### src/sram_fifo_pkg.sv
// ----------------------------------------------------------------------
// sram fifo shared definitions
// register map, sram address width and the structs passed between
// the buffer, the sram controller and the register file
// ----------------------------------------------------------------------
package sram_fifo_pkg;

    localparam int SRAM_AW = 20;                // 1M x 16 external sram

    localparam logic [7:0] VERSION = 8'd2;

    localparam logic [15:0] REG_CTRL  = 16'd0;  // read version, write soft reset
    localparam logic [15:0] REG_AF    = 16'd1;
    localparam logic [15:0] REG_AE    = 16'd2;
    localparam logic [15:0] REG_ERR   = 16'd3;
    localparam logic [15:0] REG_SIZE0 = 16'd4;  // read latches 5 and 6
    localparam logic [15:0] REG_SIZE1 = 16'd5;
    localparam logic [15:0] REG_SIZE2 = 16'd6;

    typedef struct packed {
        logic [15:0] addr;
        logic [7:0]  wdata;
        logic        rd;
        logic        wr;
    } bus_req_t;

    // polarity is active high here, pins are inverted at the top
    typedef struct packed {
        logic [SRAM_AW-1:0] addr;
        logic [15:0]        wdata;
        logic               we;
        logic               oe;
    } sram_bus_t;

    typedef struct packed {
        logic [SRAM_AW:0] size;                 // 16-bit words incl. held word
        logic             empty;
        logic             full;
    } fifo_status_t;

endpackage

### src/sram_fifo_regs.sv
// ----------------------------------------------------------------------
// sram fifo register file
// version, soft reset, thresholds, read error count, latched byte size
// and the near-full flag with hysteresis
// ----------------------------------------------------------------------
`timescale 1ns/10ps

module sram_fifo_regs
    import sram_fifo_pkg::*;
#(
    parameter int DEPTH            = 1048576,
    parameter int ALMOST_FULL_PCT  = 95,
    parameter int ALMOST_EMPTY_PCT = 5
) (
    input  logic         BUS_CLK,
    input  logic         RST,
    input  bus_req_t     bus,
    output logic [7:0]   bus_rdata,
    output logic         core_rst,
    input  fifo_status_t status,
    input  logic         rd_error_inc,
    output logic         near_full,
    output logic         read_error
);

    localparam logic [7:0] AF_DEFAULT = 8'(255 * ALMOST_FULL_PCT / 100);
    localparam logic [7:0] AE_DEFAULT = 8'(255 * ALMOST_EMPTY_PCT / 100);

    logic                soft_rst;
    logic [7:0]          af_val;
    logic [7:0]          ae_val;
    logic [7:0]          err_cnt;
    logic [SRAM_AW+1:0]  size_byte;
    logic [SRAM_AW+1:8]  size_hi_buf;
    logic [31:0]         level;
    logic [31:0]         set_level;
    logic [31:0]         clr_level;

    assign soft_rst = bus.wr && (bus.addr == REG_CTRL);
    assign core_rst = RST || soft_rst;

    always_ff @(posedge BUS_CLK) begin
        if (core_rst) begin
            af_val <= AF_DEFAULT;
            ae_val <= AE_DEFAULT;
        end else if (bus.wr) begin
            if (bus.addr == REG_AF)
                af_val <= bus.wdata;
            if (bus.addr == REG_AE)
                ae_val <= bus.wdata;
        end
    end

    always_ff @(posedge BUS_CLK) begin
        if (core_rst)
            err_cnt <= '0;
        else if (rd_error_inc && err_cnt != 8'hff)
            err_cnt <= err_cnt + 1'b1;                  // saturates
    end

    assign size_byte = {status.size, 1'b0};

    always_ff @(posedge BUS_CLK) begin
        if (bus.rd && bus.addr == REG_SIZE0)
            size_hi_buf <= size_byte[SRAM_AW+1:8];      // upper bytes read later
    end

    always_ff @(posedge BUS_CLK) begin
        case (bus.addr)
            REG_CTRL:  bus_rdata <= VERSION;
            REG_AF:    bus_rdata <= af_val;
            REG_AE:    bus_rdata <= ae_val;
            REG_ERR:   bus_rdata <= err_cnt;
            REG_SIZE0: bus_rdata <= size_byte[7:0];
            REG_SIZE1: bus_rdata <= size_hi_buf[15:8];
            REG_SIZE2: bus_rdata <= 8'(size_hi_buf[SRAM_AW+1:16]);
            default:   bus_rdata <= 8'h00;
        endcase
    end

    assign level     = 32'(status.size);
    assign set_level = ((32'(af_val) + 32'd1) * 32'(DEPTH)) >> 8;
    assign clr_level = ((32'(ae_val) + 32'd1) * 32'(DEPTH)) >> 8;

    always_ff @(posedge BUS_CLK) begin
        if (core_rst)
            near_full <= 1'b0;
        else if (status.empty)
            near_full <= 1'b0;
        else if (level >= set_level)
            near_full <= 1'b1;
        else if (level <= clr_level)
            near_full <= 1'b0;                          // between points holds
    end

    assign read_error = (err_cnt != 8'h00);

endmodule

### config.mk
export PLATFORM = sky130hd
export DESIGN_NAME = sram_fifo_regs
export DESIGN_NICKNAME = d
export VERILOG_FILES = /design/src/sram_fifo_pkg.sv /design/src/sram_fifo_regs.sv
export SDC_FILE = /design/constraint.sdc
export NUM_CORES = 1
export LEC_CHECK = 0
export ABC_AREA = 1
export BUFFER_PORTS_ARGS = -buffer_cell sky130_fd_sc_hd__buf_2
export CAP_MARGIN = 20
export CORE_MARGIN = 2
export CORE_UTILIZATION = 37
export CTS_CLUSTER_DIAMETER = 60
export DETAILED_ROUTE_END_ITERATION = 10
export SLEW_MARGIN = 15
export SYNTH_ARGS = -nofsm -noshare
export SYNTH_HDL_FRONTEND = slang
export SYNTH_SLANG_ARGS = --single-unit
### constraint.sdc
create_clock -name BUS_CLK -period 2.05 [get_ports BUS_CLK]
set_clock_uncertainty 0.2 [all_clocks]
set_input_delay 0.3075 -clock BUS_CLK [delete_from_list [all_inputs] [get_ports BUS_CLK]]
set_output_delay 0.3075 -clock BUS_CLK [all_outputs]
set_load 0.02 [all_outputs]
## Yosys cells after proc, flatten, opt, wreduce, memory -nomap -nowiden

Cells that the tools add are included.

| word-level totals | value |
|---|---|
| bits in registers | 47 |
| memory bits (writable) | 0 |
| latch bits | 0 |
| ROM bits | 0 |
| memories kept | 0 |

| operators by class | value |
|---|---|
| $lt $le $gt $ge | 2 |
| div/mod/pow operators | 0 |
| $mul | 0 |
| add/subtract/negate cells | 3 |
| multiplexer cells | 3 |
| bitwise operators | 0 |
| eq/ne operators | 7 |
| shift-type cells | 0 |
| reduce and logical (&&, ||, !) cells | 10 |

Operator list:

| operator | count |
|---|---|
| one-hot mux 8 bit (7 select lines) | 1 |
| == test 16 x 3 -> 1 bit, second input constant | 3 |
| == test 16 x 2 -> 1 bit, second input constant | 2 |
| >= comparator 21 bit | 1 |
| <= comparator 21 bit | 1 |
| adder 8 x 1 -> 9 bit, second input constant | 2 |
| == test 16 x 1 -> 1 bit, second input constant | 1 |
| logical NOT 16 bit | 1 |
| adder 8 x 1 -> 8 bit, second input constant | 1 |
| != test 8 bit, second input constant | 1 |
| nonzero test 8 bit | 1 |
| AND reduction 2 bit | 2 |
| logical AND 1 bit | 3 |
| 2-to-1 mux 1 bit | 2 |
| nonzero test 2 bit | 1 |
| OR reduction 2 bit | 1 |
| logical OR 1 bit | 1 |

## Longest topological paths before layout

| depth | value |
|---|---|
| word-level depth | 4 |
| depth in mapped cells | 16 |
| gate-level depth less buffers | 16 |

## Worst setup path after synthesis

OpenSTA, ideal clock, no wires.

| path | value |
|---|---|
| path kind | in2reg |
| start | input bus[25] (netlist bit) |
| end | register size_hi_buf[10] (netlist bit) (enable) |
| path slack | -0.082 ns |
| library setup time | 0.385 ns |
| cell stages on the path | 6 |
| arrival | 1.547 ns |
| required time | 1.465 ns |
| path buffers | 1 |
| path through | nor2_1 nand2_1 nor2_2 buf_6 nand3_2 nor2_1 |

| on the way | value |
|---|---|
| cells in the longest elaborated chain, start to end | 2 |

RTL lines:

| item | RTL line | text |
|---|---|---|
| from (decl) | sram_fifo_regs.sv:17 | `input bus_req_t bus,` |
| == test 16 x 3 -> 1 bit | sram_fifo_regs.sv:64 | `if (bus.rd && bus.addr == REG_SIZE0)` |
| logical AND 1 bit | sram_fifo_regs.sv:64 |  |
| to (signal assigned) | sram_fifo_regs.sv:65 | `size_hi_buf <= size_byte[SRAM_AW+1:8];` |
| to (decl) | sram_fifo_regs.sv:34 | `logic [SRAM_AW+1:8] size_hi_buf;` |

No other way between the ends.
A chain may end at the register's enable or synchronous reset.

## Worst setup path after layout

| path | value |
|---|---|
| start | register af_val[0] |
| end | register near_full |

| on the way | value |
|---|---|
| cells in the longest elaborated chain, start to end | 3 |
| elaborated cells on any way between the ends | 4 |
| classes of those cells | add/sub (1); order compare (1); mux (1); reduce/logical (1) |

RTL lines:

| item | RTL line | text |
|---|---|---|
| from (decl) | sram_fifo_regs.sv:30 | `logic [7:0] af_val;` |
| from (signal assigned) | sram_fifo_regs.sv:48 | `af_val <= bus.wdata;` |
| adder 8 x 1 -> 9 bit * | sram_fifo_regs.sv:82 | `assign set_level = ((32'(af_val) + 32'd1) * 32'(DEPTH)) >> 8;` |
| >= comparator 21 bit * | sram_fifo_regs.sv:90 | `else if (level >= set_level)` |
| 2-to-1 mux 1 bit / nonzero test 2 bit (equally long branches) | -- |  |
| to (signal assigned) | sram_fifo_regs.sv:89 | `near_full <= 1'b0;` |
| to (signal assigned) | sram_fifo_regs.sv:91 | `near_full <= 1'b1;` |
| to (signal assigned) | sram_fifo_regs.sv:93 | `near_full <= 1'b0;` |
| to (decl) | sram_fifo_regs.sv:22 | `output logic near_full,` |

Mark *: on every way between the ends. The rest lies on a longest branch, timed or not.

==> impl_results.md <==
* Status: complete, but fails checks
* Failing checks: setup timing
* Hold crit path type: in -> reg
* Routed vias at 2990
* Layout cells sized above 1 at 0.275
* Startpoint class of the critical path: flop
* Final Hold Fails at 0
* TritonCTS clock tree: built
* Yosys warnings at 0
* Clock Latency Late Sink at 300 ps
* Placement Setup Slack at -191 ps
* Critical path class: reg -> reg
* Netlist Area Pre-Place at 3020 sq um
* Synth-to-Final Area Change at 27.2%
* Fin nets at 584
* Clk buf depth at 2
* Antenna Cells at 0
* Slew @ Worst Pin at 356 ps
* Global Route Usage Sum at 0.191
* Die area at 8910 sq um
* Die X at 94.4 um
* Vias in the first global route at 2771
* Max-slew headroom at 0.761
* Worst R2R End: near_full$_SDFFE_PP0P_
* CP max-delay cell: dfxtp_4
* Worst hold start: status[10]
* Post-route ant nets at 0
* Ys flop type: dfxtp_1
* WHS Endpoint: size_hi_buf[9]$_DFFE_PP_
* Setup slack after layout at -109 ps
* Num rows at 32
* Critical path, cell by cell: ha_4, nand3_2, nor2_2, nand2_1, xor2_1, ha_1, nand2_1, nor2_2, nand3b_1, nand3_1, nor2_1, o21ai_1, nand2_1, inv_1
* Final min period at 2160 ps
* FF+latch count, synth at 47
* DRT Wirelength at 8170 um
* Via/cell ratio at 4.89
* RePlAce Congestion at 0.871
* Fmax at 0.463 GHz
* Synth Instances at 416
* Final instance area at 3840 sq um
* PortBufs at 61
* Syn Nets at 490
* Crit path launch: af_val[0]$_SDFFE_PP0P_
* Core Region at 7810 sq um
* Pre-antenna DRT Iters at 4
* Data arrival time of the worst path at 2170 ps
* Post-DP HPWL at 6740 um
* Wirelength per Cell at 13.3 um
* Maximum vdd drop at 0.306 mV
* Reg clk slew, reported paths at 90 ps
* RSZ-0062 raised after global routing: true
* Largest net degree at the start of global routing at 15
* CP dominant cell by count: nand2_1
* Synth unique cells at 32
* Sequential area share after synthesis at 0.358
* Worst EP required at 2060 ps
* DR DRC count at 0
* Setup crit end kind: flop
* Final setup violation count at 1
* Post-Place Cells at 601
* Static leakage at 1.76 nW
* Number of max-cap violations at 0
* Initial antenna violation count at 0
* Post-synth EDFFs at 14
* Asr flop ratio synth at 0
* Max incr delay on CP at 380 ps
* Reg2reg start: af_val[0]$_SDFFE_PP0P_
* Initial DRC count at 119
* # Post-CTS Setup Buffers at 0
* Total congestion overflow at 0
* Pwr/cell area at 466 nW/um^2
* Die Y at 94.4 um
* Final Instance Count excl. Fillers at 612
* Max-slew violations at 0
* Mean Syn Cell Area at 7.27 sq um
* Placed Area at 3640 sq um
* Max FO, Critical Path at 4
* Global-route wire length before repair at 13000 um
* Root Driver: clkbuf_8
* Final period util at 1.05
* Hold depth at 1
* FF-to-FF setup slack at -110 ps
* R2R depth at 14
* Inserted Clock Buffers at 5
* H-tree levels at 2
* Starting Density at 0.387
* CTS Sinks at 47
* Io pins at 63
[final cells by class]
type / instances / area [sq um]
fillers: 808 / 3960
multi-input cells: 310 / 1760
well taps: 102 / 128
flip-flops and latches: 47 / 1090
inverters: 54 / 208
repair buffers: 92 / 561
clock buffers: 7 / 97.6
[cells in the final DEF, fill, tap and decap left out, types with 2 or more instances in the layout]
| master | netlist | routed |
|---|---|---|
| o21ai_1 | 8 | 9 |
| buf_4 | 0 | 26 |
| nor3b_1 | 2 | 2 |
| nand2_2 | 2 | 5 |
| nor2_2 | 5 | 8 |
| nand3b_1 | 3 | 3 |
| and3_1 | 2 | 2 |
| nand3_2 | 4 | 6 |
| dfxtp_2 | 0 | 4 |
| dfxtp_1 | 33 | 28 |
| inv_1 | 43 | 43 |
| inv_2 | 10 | 10 |
| edfxtp_1 | 14 | 14 |
| nand3_1 | 22 | 20 |
| ha_1 | 22 | 19 |
| xor2_1 | 9 | 9 |
| dlygate4sd3_1 | 0 | 4 |
| nor3_2 | 2 | 2 |
| nor3_1 | 6 | 6 |
| o211ai_1 | 4 | 4 |
| xnor2_1 | 4 | 4 |
| buf_2 | 1 | 61 |
| a21oi_1 | 17 | 17 |
| clkbuf_8 | 0 | 5 |
| nor2_1 | 54 | 49 |
| a21o_1 | 2 | 2 |
| nor2_4 | 0 | 2 |
| o21ai_0 | 5 | 4 |
| nand4_1 | 18 | 18 |
| nand2_1 | 114 | 111 |
| ha_4 | 0 | 3 |
[where the power goes]
group	switching [mW]	internal (mW)
Combinational	0.118	0.0875
Clock	0.318	0.309
Sequential	0.00359	0.957
[what timing repair did]
| item | in CTS | in global routing |
|---|---|---|
| hold endpoints to repair | 3 | 1 |
| gates cloned | 0 | 0 |
| pin swaps | 6 | 3 |
| hold buffers | 3 | 1 |
| gates resized for setup | 11 | 5 |
| endpoints found under the setup margin | 1 | 1 |
[worst max path at each step]
stage                             endpoint  slack, ps  depth (start not counted)
detailed placement  near_full$_SDFFE_PP0P_       -190                         16
global route        near_full$_SDFFE_PP0P_       -330                         16
floorplan           near_full$_SDFFE_PP0P_          7                         14
CTS                 near_full$_SDFFE_PP0P_       -130                         16
global placement    near_full$_SDFFE_PP0P_       -130                         14
finish              near_full$_SDFFE_PP0P_       -110                         14
[critical path: cells and delay by family, from the launching register on]
family	cells	cell delay (ps)
xor+xnor	1	150
compound gates	1	80
simple gates	9	750
flops	1	380
buf+inv	1	30
fa+ha+maj	2	460
[logic make-up (layout without fill, tap and decap cells)]
| group | Yosys count | after routing | synth area share |
|---|---|---|---|
| buffers and inverters | 59 | 153 | 0.0853 |
| flip-flops | 47 | 47 | 0.358 |
| adder cells (fa/ha/maj) | 22 | 22 | 0.0911 |
| AO/OA/AOI/OAI | 36 | 36 | 0.0646 |
| XOR/XNOR | 13 | 13 | 0.0377 |
| AND/OR/NAND/NOR | 239 | 239 | 0.364 |
[synthesized netlist by cell type, types with 5 or more instances]
cell type	count	area, sq um
nand2_1	114	428
nor2_1	54	203
inv_1	43	161
dfxtp_1	33	661
ha_1	22	275
nand3_1	22	110
nand4_1	18	113
a21oi_1	17	85.1
edfxtp_1	14	420
inv_2	10	37.5
xor2_1	9	78.8
o21ai_1	8	40.0
nor3_1	6	30.0
nor2_2	5	31.3
o21ai_0	5	25.0
[routing by layer]
layer / GRT usage / vias to the layer above / share of wire / wire (um)
met4: 0.0471 / 0 / 0.015 / 125
li1: - / 1546 / - / -
met3: 0.0247 / 11 / 0.059 / 481
met5: 0 / - / 0 / 0
met2: 0.330 / 73 / 0.47 / 3850
met1: 0.253 / 1360 / 0.45 / 3710
[metrics by stage]
stage / TNS, ps / power [mW] / utilization / hold slack [ps]
6_report: -109 / 1.79 / 0.492 / 12.3
5_1_grt: -333 / 1.87 / 0.492 / 1.57
4_1_cts: -130 / 1.82 / 0.489 / 1.27
3_5_place_dp: -191 / 1.18 / 0.467 / 276
2_1_floorplan: 0 / 1.08 / - / 206
3_3_place_gp: -131 / 1.18 / 0.467 / 277
[sequential cells by signal, indices dropped and copies added, names as in the netlist]
signal / cells
ae_val: 8
af_val: 8
bus_rdata: 8
err_cnt: 8
near_full: 1
size_hi_buf: 14
Note: power is estimated with default switching activity, not from simulation.
