==> src/word_buffer_fifo.sv <==
// ----------------------------------------------------------------------
// word buffer fifo
// small register-array fifo with show-ahead output between the
// detector-side source and the sram writer
// ----------------------------------------------------------------------
`timescale 1ns/10ps

module word_buffer_fifo #(
    parameter int WIDTH = 32,
    parameter int DEPTH = 16
) (
    input  logic             BUS_CLK,
    input  logic             RST,
    input  logic             push,
    input  logic [WIDTH-1:0] din,
    input  logic             pop,
    output logic [WIDTH-1:0] dout,
    output logic             full,
    output logic             empty
);

    localparam int AW = (DEPTH > 1) ? $clog2(DEPTH) : 1;

    logic [WIDTH-1:0] mem [DEPTH];
    logic [AW-1:0]    wr_ptr;
    logic [AW-1:0]    rd_ptr;
    logic [AW:0]      count;

    function automatic logic [AW-1:0] ptr_inc(input logic [AW-1:0] p);
        return (p == AW'(DEPTH - 1)) ? '0 : p + 1'b1;
    endfunction

    always_ff @(posedge BUS_CLK) begin
        if (push)
            mem[wr_ptr] <= din;
    end

    always_ff @(posedge BUS_CLK) begin
        if (RST) begin
            wr_ptr <= '0;
            rd_ptr <= '0;
            count  <= '0;
        end else begin
            if (push)
                wr_ptr <= ptr_inc(wr_ptr);
            if (pop)
                rd_ptr <= ptr_inc(rd_ptr);
            case ({push, pop})
                2'b10:   count <= count + 1'b1;
                2'b01:   count <= count - 1'b1;
                default: count <= count;
            endcase
        end
    end

    assign dout  = mem[rd_ptr];                 // head word shows without a pop
    assign full  = (count == (AW+1)'(DEPTH));
    assign empty = (count == '0);

    a_no_push_full: assert property (@(posedge BUS_CLK) disable iff (RST) !(push && full));
    a_no_pop_empty: assert property (@(posedge BUS_CLK) disable iff (RST) !(pop && empty));

endmodule
==> config.mk <==
export PLATFORM = sky130hd
export DESIGN_NAME = word_buffer_fifo
export DESIGN_NICKNAME = d
export VERILOG_FILES = /design/src/word_buffer_fifo.sv
export SDC_FILE = /design/constraint.sdc
export NUM_CORES = 1
export LEC_CHECK = 0
export BUFFER_PORTS_ARGS = -buffer_cell sky130_fd_sc_hd__clkbuf_2
export CAP_MARGIN = 0
export CORE_MARGIN = 3
export CORE_UTILIZATION = 25
export DETAILED_ROUTE_END_ITERATION = 10
export GPL_TIMING_DRIVEN = 0
export HOLD_SLACK_MARGIN = 0.1
export PLACE_DENSITY = 0.36
export SYNTH_ARGS = -nofsm -noshare
export SYNTH_HDL_FRONTEND = slang
export SYNTH_SLANG_ARGS = --single-unit
==> constraint.sdc <==
create_clock -name BUS_CLK -period 2.9 [get_ports BUS_CLK]
set_clock_uncertainty 0.2 [all_clocks]
set_input_delay 0.145 -clock BUS_CLK [delete_from_list [all_inputs] [get_ports BUS_CLK]]
set_output_delay 0.145 -clock BUS_CLK [all_outputs]
set_load 0.03 [all_outputs]
# Word-level counts from Yosys, hierarchy flattened
# Memory sizes are Yosys's and may differ from the RTL's. A register that Yosys moved wholly into a read port is not among the register bits.
# Cells that the tools add are included.
# word_totals
in_bits	36
reg_bits	13
out_inout_bits	34
n_memories	1
ram_bits	512
# memory_table
name	depth	width	read_ports	rd_ports_with_merged_regs	write_ports	line_no	rtl
mem	16	32	1	1	1	24	logic [WIDTH-1:0] mem [DEPTH];
# classes
eq_ne	5
reduce_logical	2
addsub	4
n_mux	7
# op_table
operator	count
4-bit two-way mux	4
5-bit case mux with 2 select lines	1
4-bit by 1-bit adder with 4-bit output, second input constant	2
4-bit == test, second input constant	2
5-bit by 1-bit adder with 5-bit output, second input constant	1
5-bit == test, second input constant	1
5-bit logical NOT	1
5-bit by 1-bit subtractor with 5-bit output, second input constant	1
2-bit by 1-bit == test with 1-bit output, second input constant	1
2-bit == test, second input constant	1
1-bit two-way mux	2
2-bit nonzero test	1

# Longest topological paths before layout
# Gate-level depths: netlist (run 1).
# depth
word_depth	4
mapped_depth	9
ltp_nobuf	8

# Worst setup path before layout (run 1)
# OpenSTA, ideal clock, no wires.
# synth_timing
path_kind	reg-to-reg
from	register wr_ptr[3]
to	memory mem[10][0], enable pin
arrival_ns	1.478
slack_ns	0.830
stages_incl_launch_ff	3
path_buffers	0
setup_ns	0.392
required_time_ns	2.308
path_cell_list	dfxtp_1 > nor3b_1 > and2_1
# synth_rtl
element	line_no	rtl
from (decl)	25	logic [AW-1:0] wr_ptr;
from (signal assigned)	45	wr_ptr <= ptr_inc(wr_ptr);
to (decl)	24	
# No word-level cell before the write port.

==> results.md, run 1 <==
* Minimum clock period after layout at 2.83 ns
* Worst Hold Class: in -> reg
* Worst setup margin at ~0.075 ns
* Critical Path AT at roughly 2.5 ns
* Crit path top cell by count: buf_12
* Area Overhead vs Synth at 24.3%
* Total Power at around 17 mW
* Floorplan Core Area at just under 0.08 sq mm
* Placer Congestion at 0.664
* Crit-path cells: buf_12 -> buf_12 -> mux4_2 -> a22oi_2 -> nand2_2 -> clkbuf_4
* Critical path fanouts, max at 10
* Pwr Density at around 680 mW/mm^2
* Largest net degree at the start of global routing at 24
* Post-Syn Instances at between 900 and 1000
* YS warnings at 0
* Setup crit start kind: flip-flop
* Largest cells by area after synthesis: edfxtp_1, mux4_2, a22oi_1
* Post-route cell area at 0.0250 sq mm
* Num CTS Buffers at around 60
* Vias/cell at 4.36
* Period utilisation layout at 0.974
* Clock tree from TritonCTS: built
* # rows at ~100
* Syn avg cell area at between 20 and 25 sq um
* Clock Path Buffers at 3
* Register area at around 0.016 sq mm
* FMAX at roughly 350 MHz
* Syn_nets at about 950
* First-pass GRT wire length at roughly 75 mm
* Initial core utilization at 0.253
* Peak supply drop at 0.000395 V
* Drt wl/cell at ~23 um
* DP Area at 0.0221 sq mm
* Footprint of the multi-input gates at ~0.0043 sq mm
* Number of synthesized flops with an enable pin at ~510
* Die H at 289 um
* Top-count cell post-synth: edfxtp_1
* Top_reg_cell synth: edfxtp_1
* Worst path slowest cell: mux4_2
* Final Hold Viols at 0
* Synth top area share at 0.765
* Hold_ws at slightly below 0.3 ns
* Initial antenna violation count at 0
* Slew HR at 0.606
* Post-place setup slack at -0.0439 ns
* Asr flop ratio synth at 0
* Clock Root Buffer: clkbuf_16
* Worst-Skew Late Latency at approximately 0.60 ns
* Final setup fails at 0
* Die width at 289 um
* I/O Buffers at about 70
* Synthesized flop and latch total at between 500 and 600
* Cell taking the most area after synthesis: edfxtp_1
* Slew Viols, Final at 0
* Crit-path max cell delay at about 0.52 ns
* Yosys cell types at 37
* Pleak at roughly 8 nW
* Io pins at 70
* Mapped cell area at 0.0201 sq mm
* Max-cap violations at 0
* Worst setup EP type: primary output
* Cell Count Post-Placement at a little over 2000
* Remaining antenna violation count at 0
* DP HPWL at 31.8 mm
* Fill cells at 7598
* Drt pass-1 iters at 4
* Die area at between 0.08 and 0.09 sq mm
* Post-synth top cells: edfxtp_1, mux4_2, a22oi_1, nand2_1, clkbuf_1
* Share of cells above drive strength 1 at 0.351
* Number of diodes at 0
* H-tree depth at 2
* Worst Path Required at around 2.6 ns
* Unrepaired setup endpoints after global routing: true
* Initial drt markers at 640
* Non-filler instance count after layout at roughly 2200
* Result of the run: finished, final reports clean
* GR Util All Layers at 0.124
* Remaining global-route overflow at 0
* Routed WL at 50.8 mm
* Tightest Pin Transition at approximately 0.59 ns
* Sequential share of the synthesized area at 0.782
* DRC viols at 0
* Clock Pin Slew Worst Setup and Hold Paths at 0.06 ns
* Sink Count at around 530
* CP Class: reg -> out
* # nets final at between 1000 and 1500
* Vias in the first global route at between 10000 and 15000
* Total number of vias at between 9000 and 10000
[placed cells by master (no fill, tap or decap), types with 16 or more instances in the layout]
cell type,synthesis,routed
a22oi_1,64,30
a22oi_2,0,34
and2_2,0,16
buf_12,0,29
clkbuf_1,20,25
clkbuf_16,0,62
clkbuf_2,0,49
clkbuf_4,0,18
dfxtp_1,17,16
dlygate4sd3_1,0,36
edfxtp_1,512,512
mux4_2,128,128
nand2_1,41,35
[power by group]
| part | internal (mW) | switching, mW | leakage, nW | total (mW) |
|---|---|---|---|---|
| Combinational | 0.520 | 0.693 | 2.19 | 1.21 |
| Sequential | 8.47 | 0.0406 | 4.76 | 8.51 |
| Clock | 4.38 | 2.97 | 0.926 | 7.35 |
[path summary, 6_finish.rpt]
kind	cells after the start	to	from	slack [ns]
worst max-delay path	6	dout[18]	flip-flop	0.07
worst min-delay path	2	mem[9][15]	din[15]	0.29
worst max register to register	3	mem[9][8]	wr_ptr[3]	0.73
worst min register to register	2	flip-flop	rd_ptr[3]	0.33
[sequential cells by signal, summed over array words and instances (netlist names), named ones only]
name    cells
count       5
rd_ptr      4
wr_ptr      4
mem       512
[per-layer routing]
layer  up-vias  track usage  wire [um]
li1       4206            -          -
met1      5124        0.171      23400
met2       172        0.203      24800
met3        57       0.0245       1950
met4         0       0.0252        714
met5         -            0          0
[cell type report]
type	count	share of cell area
plain buffers	47	0.0201
clock buffers	80	0.0640
clock inverters	31	0.0121
inverters	5	0.000751
multi-input cells	323	0.174
flip-flops and latches	529	0.629
well taps	1050	0.0526
repair buffers	126	0.0472
[critical path: cells and delay by family (launching register included)]
family | cells | cell delay [ns]
buffers and inverters | 3 | 0.58
muxes | 1 | 0.52
DFF | 1 | 0.43
AOI/OAI and AO/OA | 1 | 0.21
and+or+nand+nor | 1 | 0.12
[stage by stage]
| step | utilization | setup TNS [ns] |
|---|---|---|
| after floorplan | - | 0 |
| after global placement | 0.274 | -200.39 |
| after detailed placement | 0.279 | -0.0751 |
| after CTS | 0.313 | -0.00648 |
| after global routing | 0.315 | -0.222 |
| final | 0.315 | 0 |
[cell families (layout without fill, tap and decap cells)]
kind of cell,Yosys count,count (layout),share of synthesized area
compound gates,81,81,0.0291
xor+xnor,5,5,0.00218
fa+ha+maj,9,9,0.00561
buf+inv,52,289,0.0120
flops,529,529,0.782
mux,132,132,0.146
simple gates,96,96,0.0234
[timing repair]
item	CTS	global route
pin swaps	7	9
setup buffers	0	3
endpoints found under the setup margin	32	32
cloned	2	1
hold buffers	36	0
hold endpoints to repair	529	0
gates resized for setup	140	41
No activity file was read; power rests on OpenSTA's default activity.
==> run 2: changes to the inputs <==
ABC_CLOCK_PERIOD_IN_PS = 2900   (was default)
SETUP_SLACK_MARGIN = 0.4   (was default)
==> run 2 against run 1 <==
Compared with the run above:
- sequential cell count unchanged
- register-to-register slack about the same
- via count up 0.26%
- final cell count about the same
- count of clock-buffer cells in the layout unchanged
- critical path depth unchanged
- non-clock buffer count down 1
- worst hold slack better by 0.0048 ns
==> results.md, run 2 (same netlist as run 1, synthesis figures left out) <==
* Worst Path Required at 2.56 ns (about the same)
* GR Util All Layers at 0.124 (about the same)
* Worst setup EP type: primary output
* Post-route cell area at 0.0252 sq mm (+0.92%)
* DP Area at 0.0221 sq mm (unchanged)
* Worst setup margin at 0.0764 ns (+0.00162 ns)
* CP Class: reg -> out
* Initial antenna violation count at 0 (unchanged)
* FMAX at 354 MHz (about the same)
* Unrepaired setup endpoints after global routing: true
* Max FFs per register at 512 (unchanged)
* Sink Count at 529 (unchanged)
* DP HPWL at 31.8 mm (unchanged)
* Cell Count Post-Placement at 2038 (unchanged)
* Critical Path AT at 2.48 ns (about the same)
* Worst path slowest cell: mux4_2
* Final setup fails at 0 (unchanged)
* Remaining antenna violation count at 0 (unchanged)
* Commonest non-fill, non-tap cell in the layout: edfxtp_1
* Crit-path max cell delay at 0.52 ns (about the same)
* Vias/cell at 4.38 (+0.31%)
* Clock Root Buffer: clkbuf_16
* Clock tree from TritonCTS: built
* Crit path top cell by count: buf_12
* Io pins at 70 (unchanged)
* Die width at 289 um (unchanged)
* Number of diodes at 0 (unchanged)
* # nets final at 1137 (-0.088%)
* Minimum setup slack among reg-to-reg paths at 0.72 ns (about the same)
* Largest net degree at the start of global routing at 24 (unchanged)
* Routed WL at 51.0 mm (+0.34%)
* Clock Pin Slew Worst Setup and Hold Paths at 0.06 ns (about the same)
* Crit-path cells: buf_12 -> buf_12 -> mux4_2 -> a22oi_2 -> nand2_2 -> clkbuf_4
* Die area at 0.0838 sq mm (unchanged)
* DRC viols at 0 (unchanged)
* Drt wl/cell at 23.3 um (+0.38%)
* Fill cells at 7584 (-0.18%)
* Slew Viols, Final at 0 (unchanged)
* Clock Path Buffers at 3 (unchanged)
* Tightest Pin Transition at 0.596 ns (+0.00425 ns)
* Result of the run: finished, final reports clean
* Initial core utilization at 0.253 (unchanged)
* Worst path bufs/invs at 3 (unchanged)
* First-pass GRT wire length at 74.5 mm (about the same)
* Remaining global-route overflow at 0 (unchanged)
* Worst Hold Class: in -> reg
* Period utilisation layout at 0.974 (about the same)
* Max-cap violations at 0 (unchanged)
* Total number of vias at 9584 (+0.26%)
* Critical path fanouts, max at 10 (unchanged)
* I/O Buffers at 68 (unchanged)
* Total Power at 17.1 mW (+0.38%)
* Most frequent cells in the layout: edfxtp_1, mux4_2, clkbuf_16
* Share of cells above drive strength 1 at 0.361 (+0.00996)
* Worst-Skew Late Latency at 0.60 ns (about the same)
* Num CTS Buffers at 61 (unchanged)
* Pwr Density at 680 mW/mm^2 (-0.53%)
* Drt pass-1 iters at 5 (+1)
* Non-filler instance count after layout at 2190 (-0.046%)
* Pleak at 7.95 nW (+0.79%)
* Setup TNS at 0 ns (unchanged)
* Post-place setup slack at -0.0439 ns (unchanged)
* Final Hold Viols at 0 (unchanged)
* H-tree depth at 2 (unchanged)
* Floorplan Core Area at 0.0793 sq mm (unchanged)
* CP top delay family: buffers and inverters
* Reg with most FFs: mem
* Minimum clock period after layout at 2.82 ns (-0.00162 ns)
* Placer Congestion at 0.664 (unchanged)
* # rows at 103 (unchanged)
* Slew HR at 0.603 (-0.00283)
* Initial drt markers at 608 (-5.0%)
* Largest registers: mem (512), count (5)
* Peak supply drop at 0.000392 V (-0.74%)
* Area Overhead vs Synth at 25.5%
* Setup crit start kind: flip-flop
* Vias in the first global route at 10472 (+0.11%)
* Die H at 289 um (unchanged)
run 2: power by group:
group	internal (mW)	switching (mW)	leakage (nW)	total [mW]
registers	8.47	0.0405	4.76	8.51
clock network	4.38	2.96	0.926	7.34
logic	0.580	0.709	2.26	1.29
total	13.4	3.71	7.95	17.1
run 2: layer usage:
layer,part of all wire,global-route usage,vias to the layer above
li1,-,-,4206
met1,0.46,0.172,5140
met2,0.49,0.203,180
met3,0.038,0.0236,58
met4,0.014,0.0252,0
met5,0,0,-
run 2: layout make-up:
class	instances	area [sq um]	share of cell area
Clock inverter	31	302	0.0120
Clock buffer	80	1600	0.0634
Tap cell	1050	1310	0.0521
Inverter	5	18.8	0.000745
Multi-Input combinational cell	323	4380	0.174
Sequential cell	529	15700	0.624
Timing Repair Buffer	125	1370	0.0542
Buffer	47	509	0.0202
run 2: through the flow:
stage | util | hold slack, ns
after floorplan | - | 0.0439
after global placement | 0.274 | 0.317
after detailed placement | 0.279 | 0.314
after CTS | 0.317 | 0.259
after global routing | 0.318 | 0.306
final | 0.318 | 0.299
run 2: path summary, 6_finish.rpt:
path                            cells after the start         end       from
worst max-delay path                                6    dout[18]  flip-flop
worst min-delay path                                2  mem[9][15]    din[15]
worst max register to register                      3   mem[9][8]  wr_ptr[3]
worst min register to register                      2   flip-flop  rd_ptr[3]
run 2: what timing repair did:
item                                    in CTS  in global routing
pin swaps                                   15                 11
endpoints found under the setup margin      32                 33
gates resized for setup                    200                 28
hold endpoints to repair                   529                  0
cloned                                       2                  2
hold buffers                                36                  0
buffers inserted                             1                  0
==> run 3: changes to the inputs <==
ABC_AREA = 1   (was default)
==> run 3 against run 2 <==
Compared with the run above:
- sequential share of layout area decreased by 5.9 points
- worst hold slack got worse by 0.12 ns
- worst setup slack improved by 0.22 ns
- global-route usage increased by 3.3 points
- critical path type unchanged
- area after synthesis increased by 8.7%
- clock power decreased by 4.4%
- fmax increased by 8.3%
- sequential cell count unchanged
- die area increased by 8.5%
- wire length increased by 40%
- highest routed layer unchanged
- combinational power increased by 68%
==> results.md, run 3 <==
* Result of the run: finished, final reports clean
* GR Util All Layers at 0.156 (+0.0327)
* Drt wl/cell at 22.7 um (-2.5%)
* Worst-Skew Late Latency at 0.62 ns (+0.02 ns)
* Worst path bufs/invs at 5 (+2)
* Asr flop ratio synth at 0 (unchanged)
* Sink Count at 529 (unchanged)
* Clock Root Buffer: clkbuf_16
* Max-cap violations at 0 (unchanged)
* Peak supply drop at 0.000431 V (+10%)
* FMAX at 384 MHz (+8.3%)
* Vias/cell at 4.46 (+1.9%)
* Io pins at 70 (unchanged)
* Vias in the first global route at 14138 (+35%)
* CP Class: reg -> out
* Most frequent cells in the layout: edfxtp_1, inv_1, nand3_1
* Mapped cell area at 0.0218 sq mm (+8.7%)
* Period utilisation layout at 0.899 (-0.0745)
* Die area at 0.0909 sq mm (+8.5%)
* Reg with most FFs: mem
* Initial antenna violation count at 0 (unchanged)
* I/O Buffers at 69 (+1.5%)
* Core Util, Final at 0.324 (+0.00621)
* Post-Syn Instances at 1747 (+93%)
* Yosys cell types at 24 (-35%)
* Clock Path Buffers at 3 (unchanged)
* Clock tree from TritonCTS: built
* Number of diodes at 0 (unchanged)
* Die width at 301 um (+4.2%)
* Share of cells above drive strength 1 at 0.206 (-0.154)
* Initial core utilization at 0.254 (+0.000893)
* Crit-path max cell delay at 0.32 ns (-0.20 ns)
* Die H at 301 um (+4.2%)
* Synth top area share at 0.704 (-0.0610)
* First-pass GRT wire length at 102 mm (+37%)
* Setup crit start kind: flip-flop
* Syn avg cell area at 12.5 sq um (-44%)
* Area Overhead vs Synth at 27.5%
* Placer Congestion at 0.747 (+13%)
* Setup TNS at 0 ns (unchanged)
* Remaining global-route overflow at 0 (unchanged)
* Top_reg_cell synth: edfxtp_1
* Floorplan Core Area at 0.0858 sq mm (+8.3%)
* Slew Viols, Final at 0 (unchanged)
* Cell taking the most area after synthesis: edfxtp_1
* Top-count cell post-synth: edfxtp_1
* Tightest Pin Transition at 0.800 ns (+0.205 ns)
* Largest cells by area after synthesis: edfxtp_1, inv_1, nand3_1
* Worst setup EP type: primary output
* Hold_ws at 0.175 ns (-0.123 ns)
* # nets final at 1995 (+75%)
* Critical Path AT at 2.26 ns (-0.22 ns)
* Syn_nets at 1792 (+89%)
* Clock Pin Slew Worst Setup and Hold Paths at 0.06 ns (about the same)
* Pleak at 10.0 nW (+26%)
* Num CTS Buffers at 61 (unchanged)
* Final Hold Viols at 0 (unchanged)
* Max FFs per register at 512 (unchanged)
* Post-synth top cells: edfxtp_1, inv_1, nand3_1, nand2_1, a21oi_1
* Critical path fanouts, max at 10 (unchanged)
* Unrepaired setup endpoints after global routing: true
* DP HPWL at 46.9 mm (+47%)
* Worst setup margin at 0.292 ns (+0.216 ns)
* YS warnings at 0 (unchanged)
* CP top delay family: buffers and inverters
* Cell Count Post-Placement at 2978 (+46%)
* Largest net degree at the start of global routing at 21 (-13%)
* Total number of vias at 14007 (+46%)
* Number of synthesized flops with an enable pin at 512 (unchanged)
* Remaining antenna violation count at 0 (unchanged)
* Commonest non-fill, non-tap cell in the layout: edfxtp_1
* Pwr Density at 636 mW/mm^2 (-6.4%)
* Drt pass-1 iters at 5 (unchanged)
* Sequential share of the synthesized area at 0.720 (-0.0623)
* H-tree depth at 2 (unchanged)
* Minimum clock period after layout at 2.61 ns (-0.216 ns)
* Final setup fails at 0 (unchanged)
* Worst Path Required at 2.56 ns (about the same)
* Crit-path cells: buf_8 -> buf_12 -> buf_16 -> buf_12 -> a21oi_1 -> o21ai_1 -> nand3_1 -> nand3_2 -> nand2_2 -> buf_8
* Worst path slowest cell: dfxtp_2
* Routed WL at 71.3 mm (+40%)
* Synthesized flop and latch total at 529 (unchanged)
* Post-place setup slack at 0.0242 ns (+0.0681 ns)
* # rows at 107 (+3.9%)
* Largest registers: mem (512), count (5)
* DRC viols at 0 (unchanged)
* Worst Hold Class: in -> reg
* Slew HR at 0.465 (-0.138)
* Non-filler instance count after layout at 3141 (+43%)
* Initial drt markers at 1024 (+68%)
run 3: changes by cell type in the layout (fill, tap and decap cells not counted), sizes merged, moves of 5 or more:
cell    previous run  this run
inv                5       280
nand3              3       202
nand2             41       187
a21oi              7       138
o21ai              5       135
mux4             128         0
o211ai             0       128
buf               57       134
a22oi             64         0
and2              17         0
nor2              15        28
bufinv             6         1
clkbuf           159       154
clkinv            23        28
run 3: worst min-delay path: stages:
cell and delay, ns:
dlygate4sd3_1 0.52, clkbuf_2 0.19, a211oi_1 0.08
run 3: area by class of cell:
cell class / count / area [sq um]
Multi-Input combinational cell: 834 / 4860
Clock buffer: 79 / 1590
Inverter: 279 / 1050
Tap cell: 1144 / 1430
Timing Repair Buffer: 140 / 1780
Sequential cell: 529 / 15700
Clock inverter: 31 / 186
Buffer: 105 / 1210
Fill cell: 8514 / 58000
run 3: final timing paths:
check,from,to,slack [ns],depth (start not counted)
setup / recovery,flip-flop,dout[2],0.29,10
hold / removal,RST,rd_ptr[3],0.18,3
setup reg to reg,wr_ptr[0],mem[11][16],0.53,4
hold reg to reg,count[0],count[0],0.30,1
run 3: kinds of logic after synthesis:
kind of cell,count (synthesis),synth area share
buffers and inverters,384,0.0822
AOI/OAI and AO/OA,403,0.108
adders and majority gates,9,0.00516
and+or+nand+nor,419,0.0837
DFF,529,0.720
xor gates and xnor gates,3,0.00120
run 3: layer usage:
layer  up-vias  share of wire  routed length (um)  track usage
met5         -              0                   0            0
met2       285           0.47               33600        0.259
met4         0          0.023                1620       0.0365
met1      7022           0.47               33300        0.217
met3        83          0.040                2830       0.0214
li1       6617              -                   -            -
run 3: per-stage QoR:
| step | cell area (sq um) | total power [mW] |
|---|---|---|
| floorplan | 21800 | 9.63 |
| finish | 27800 | 17.7 |
| detailed placement | 24100 | 10.4 |
| CTS | 27300 | 17.8 |
| global route | 27800 | 18.4 |
| global placement | 23600 | 10.4 |
run 3: report_power, final:
part	total, mW	internal [mW]	switching (mW)
Sequential	8.52	8.49	0.0334
Combinational	2.17	0.824	1.35
Clock	7.02	3.93	3.09
run 3: repair_timing:
action	CTS	global route
gates cloned	8	4
setup buffers	2	3
gates resized for setup	254	150
hold buffers	36	0
pin swaps	35	70
endpoints found under the hold margin	529	0
setup endpoints to repair	32	46
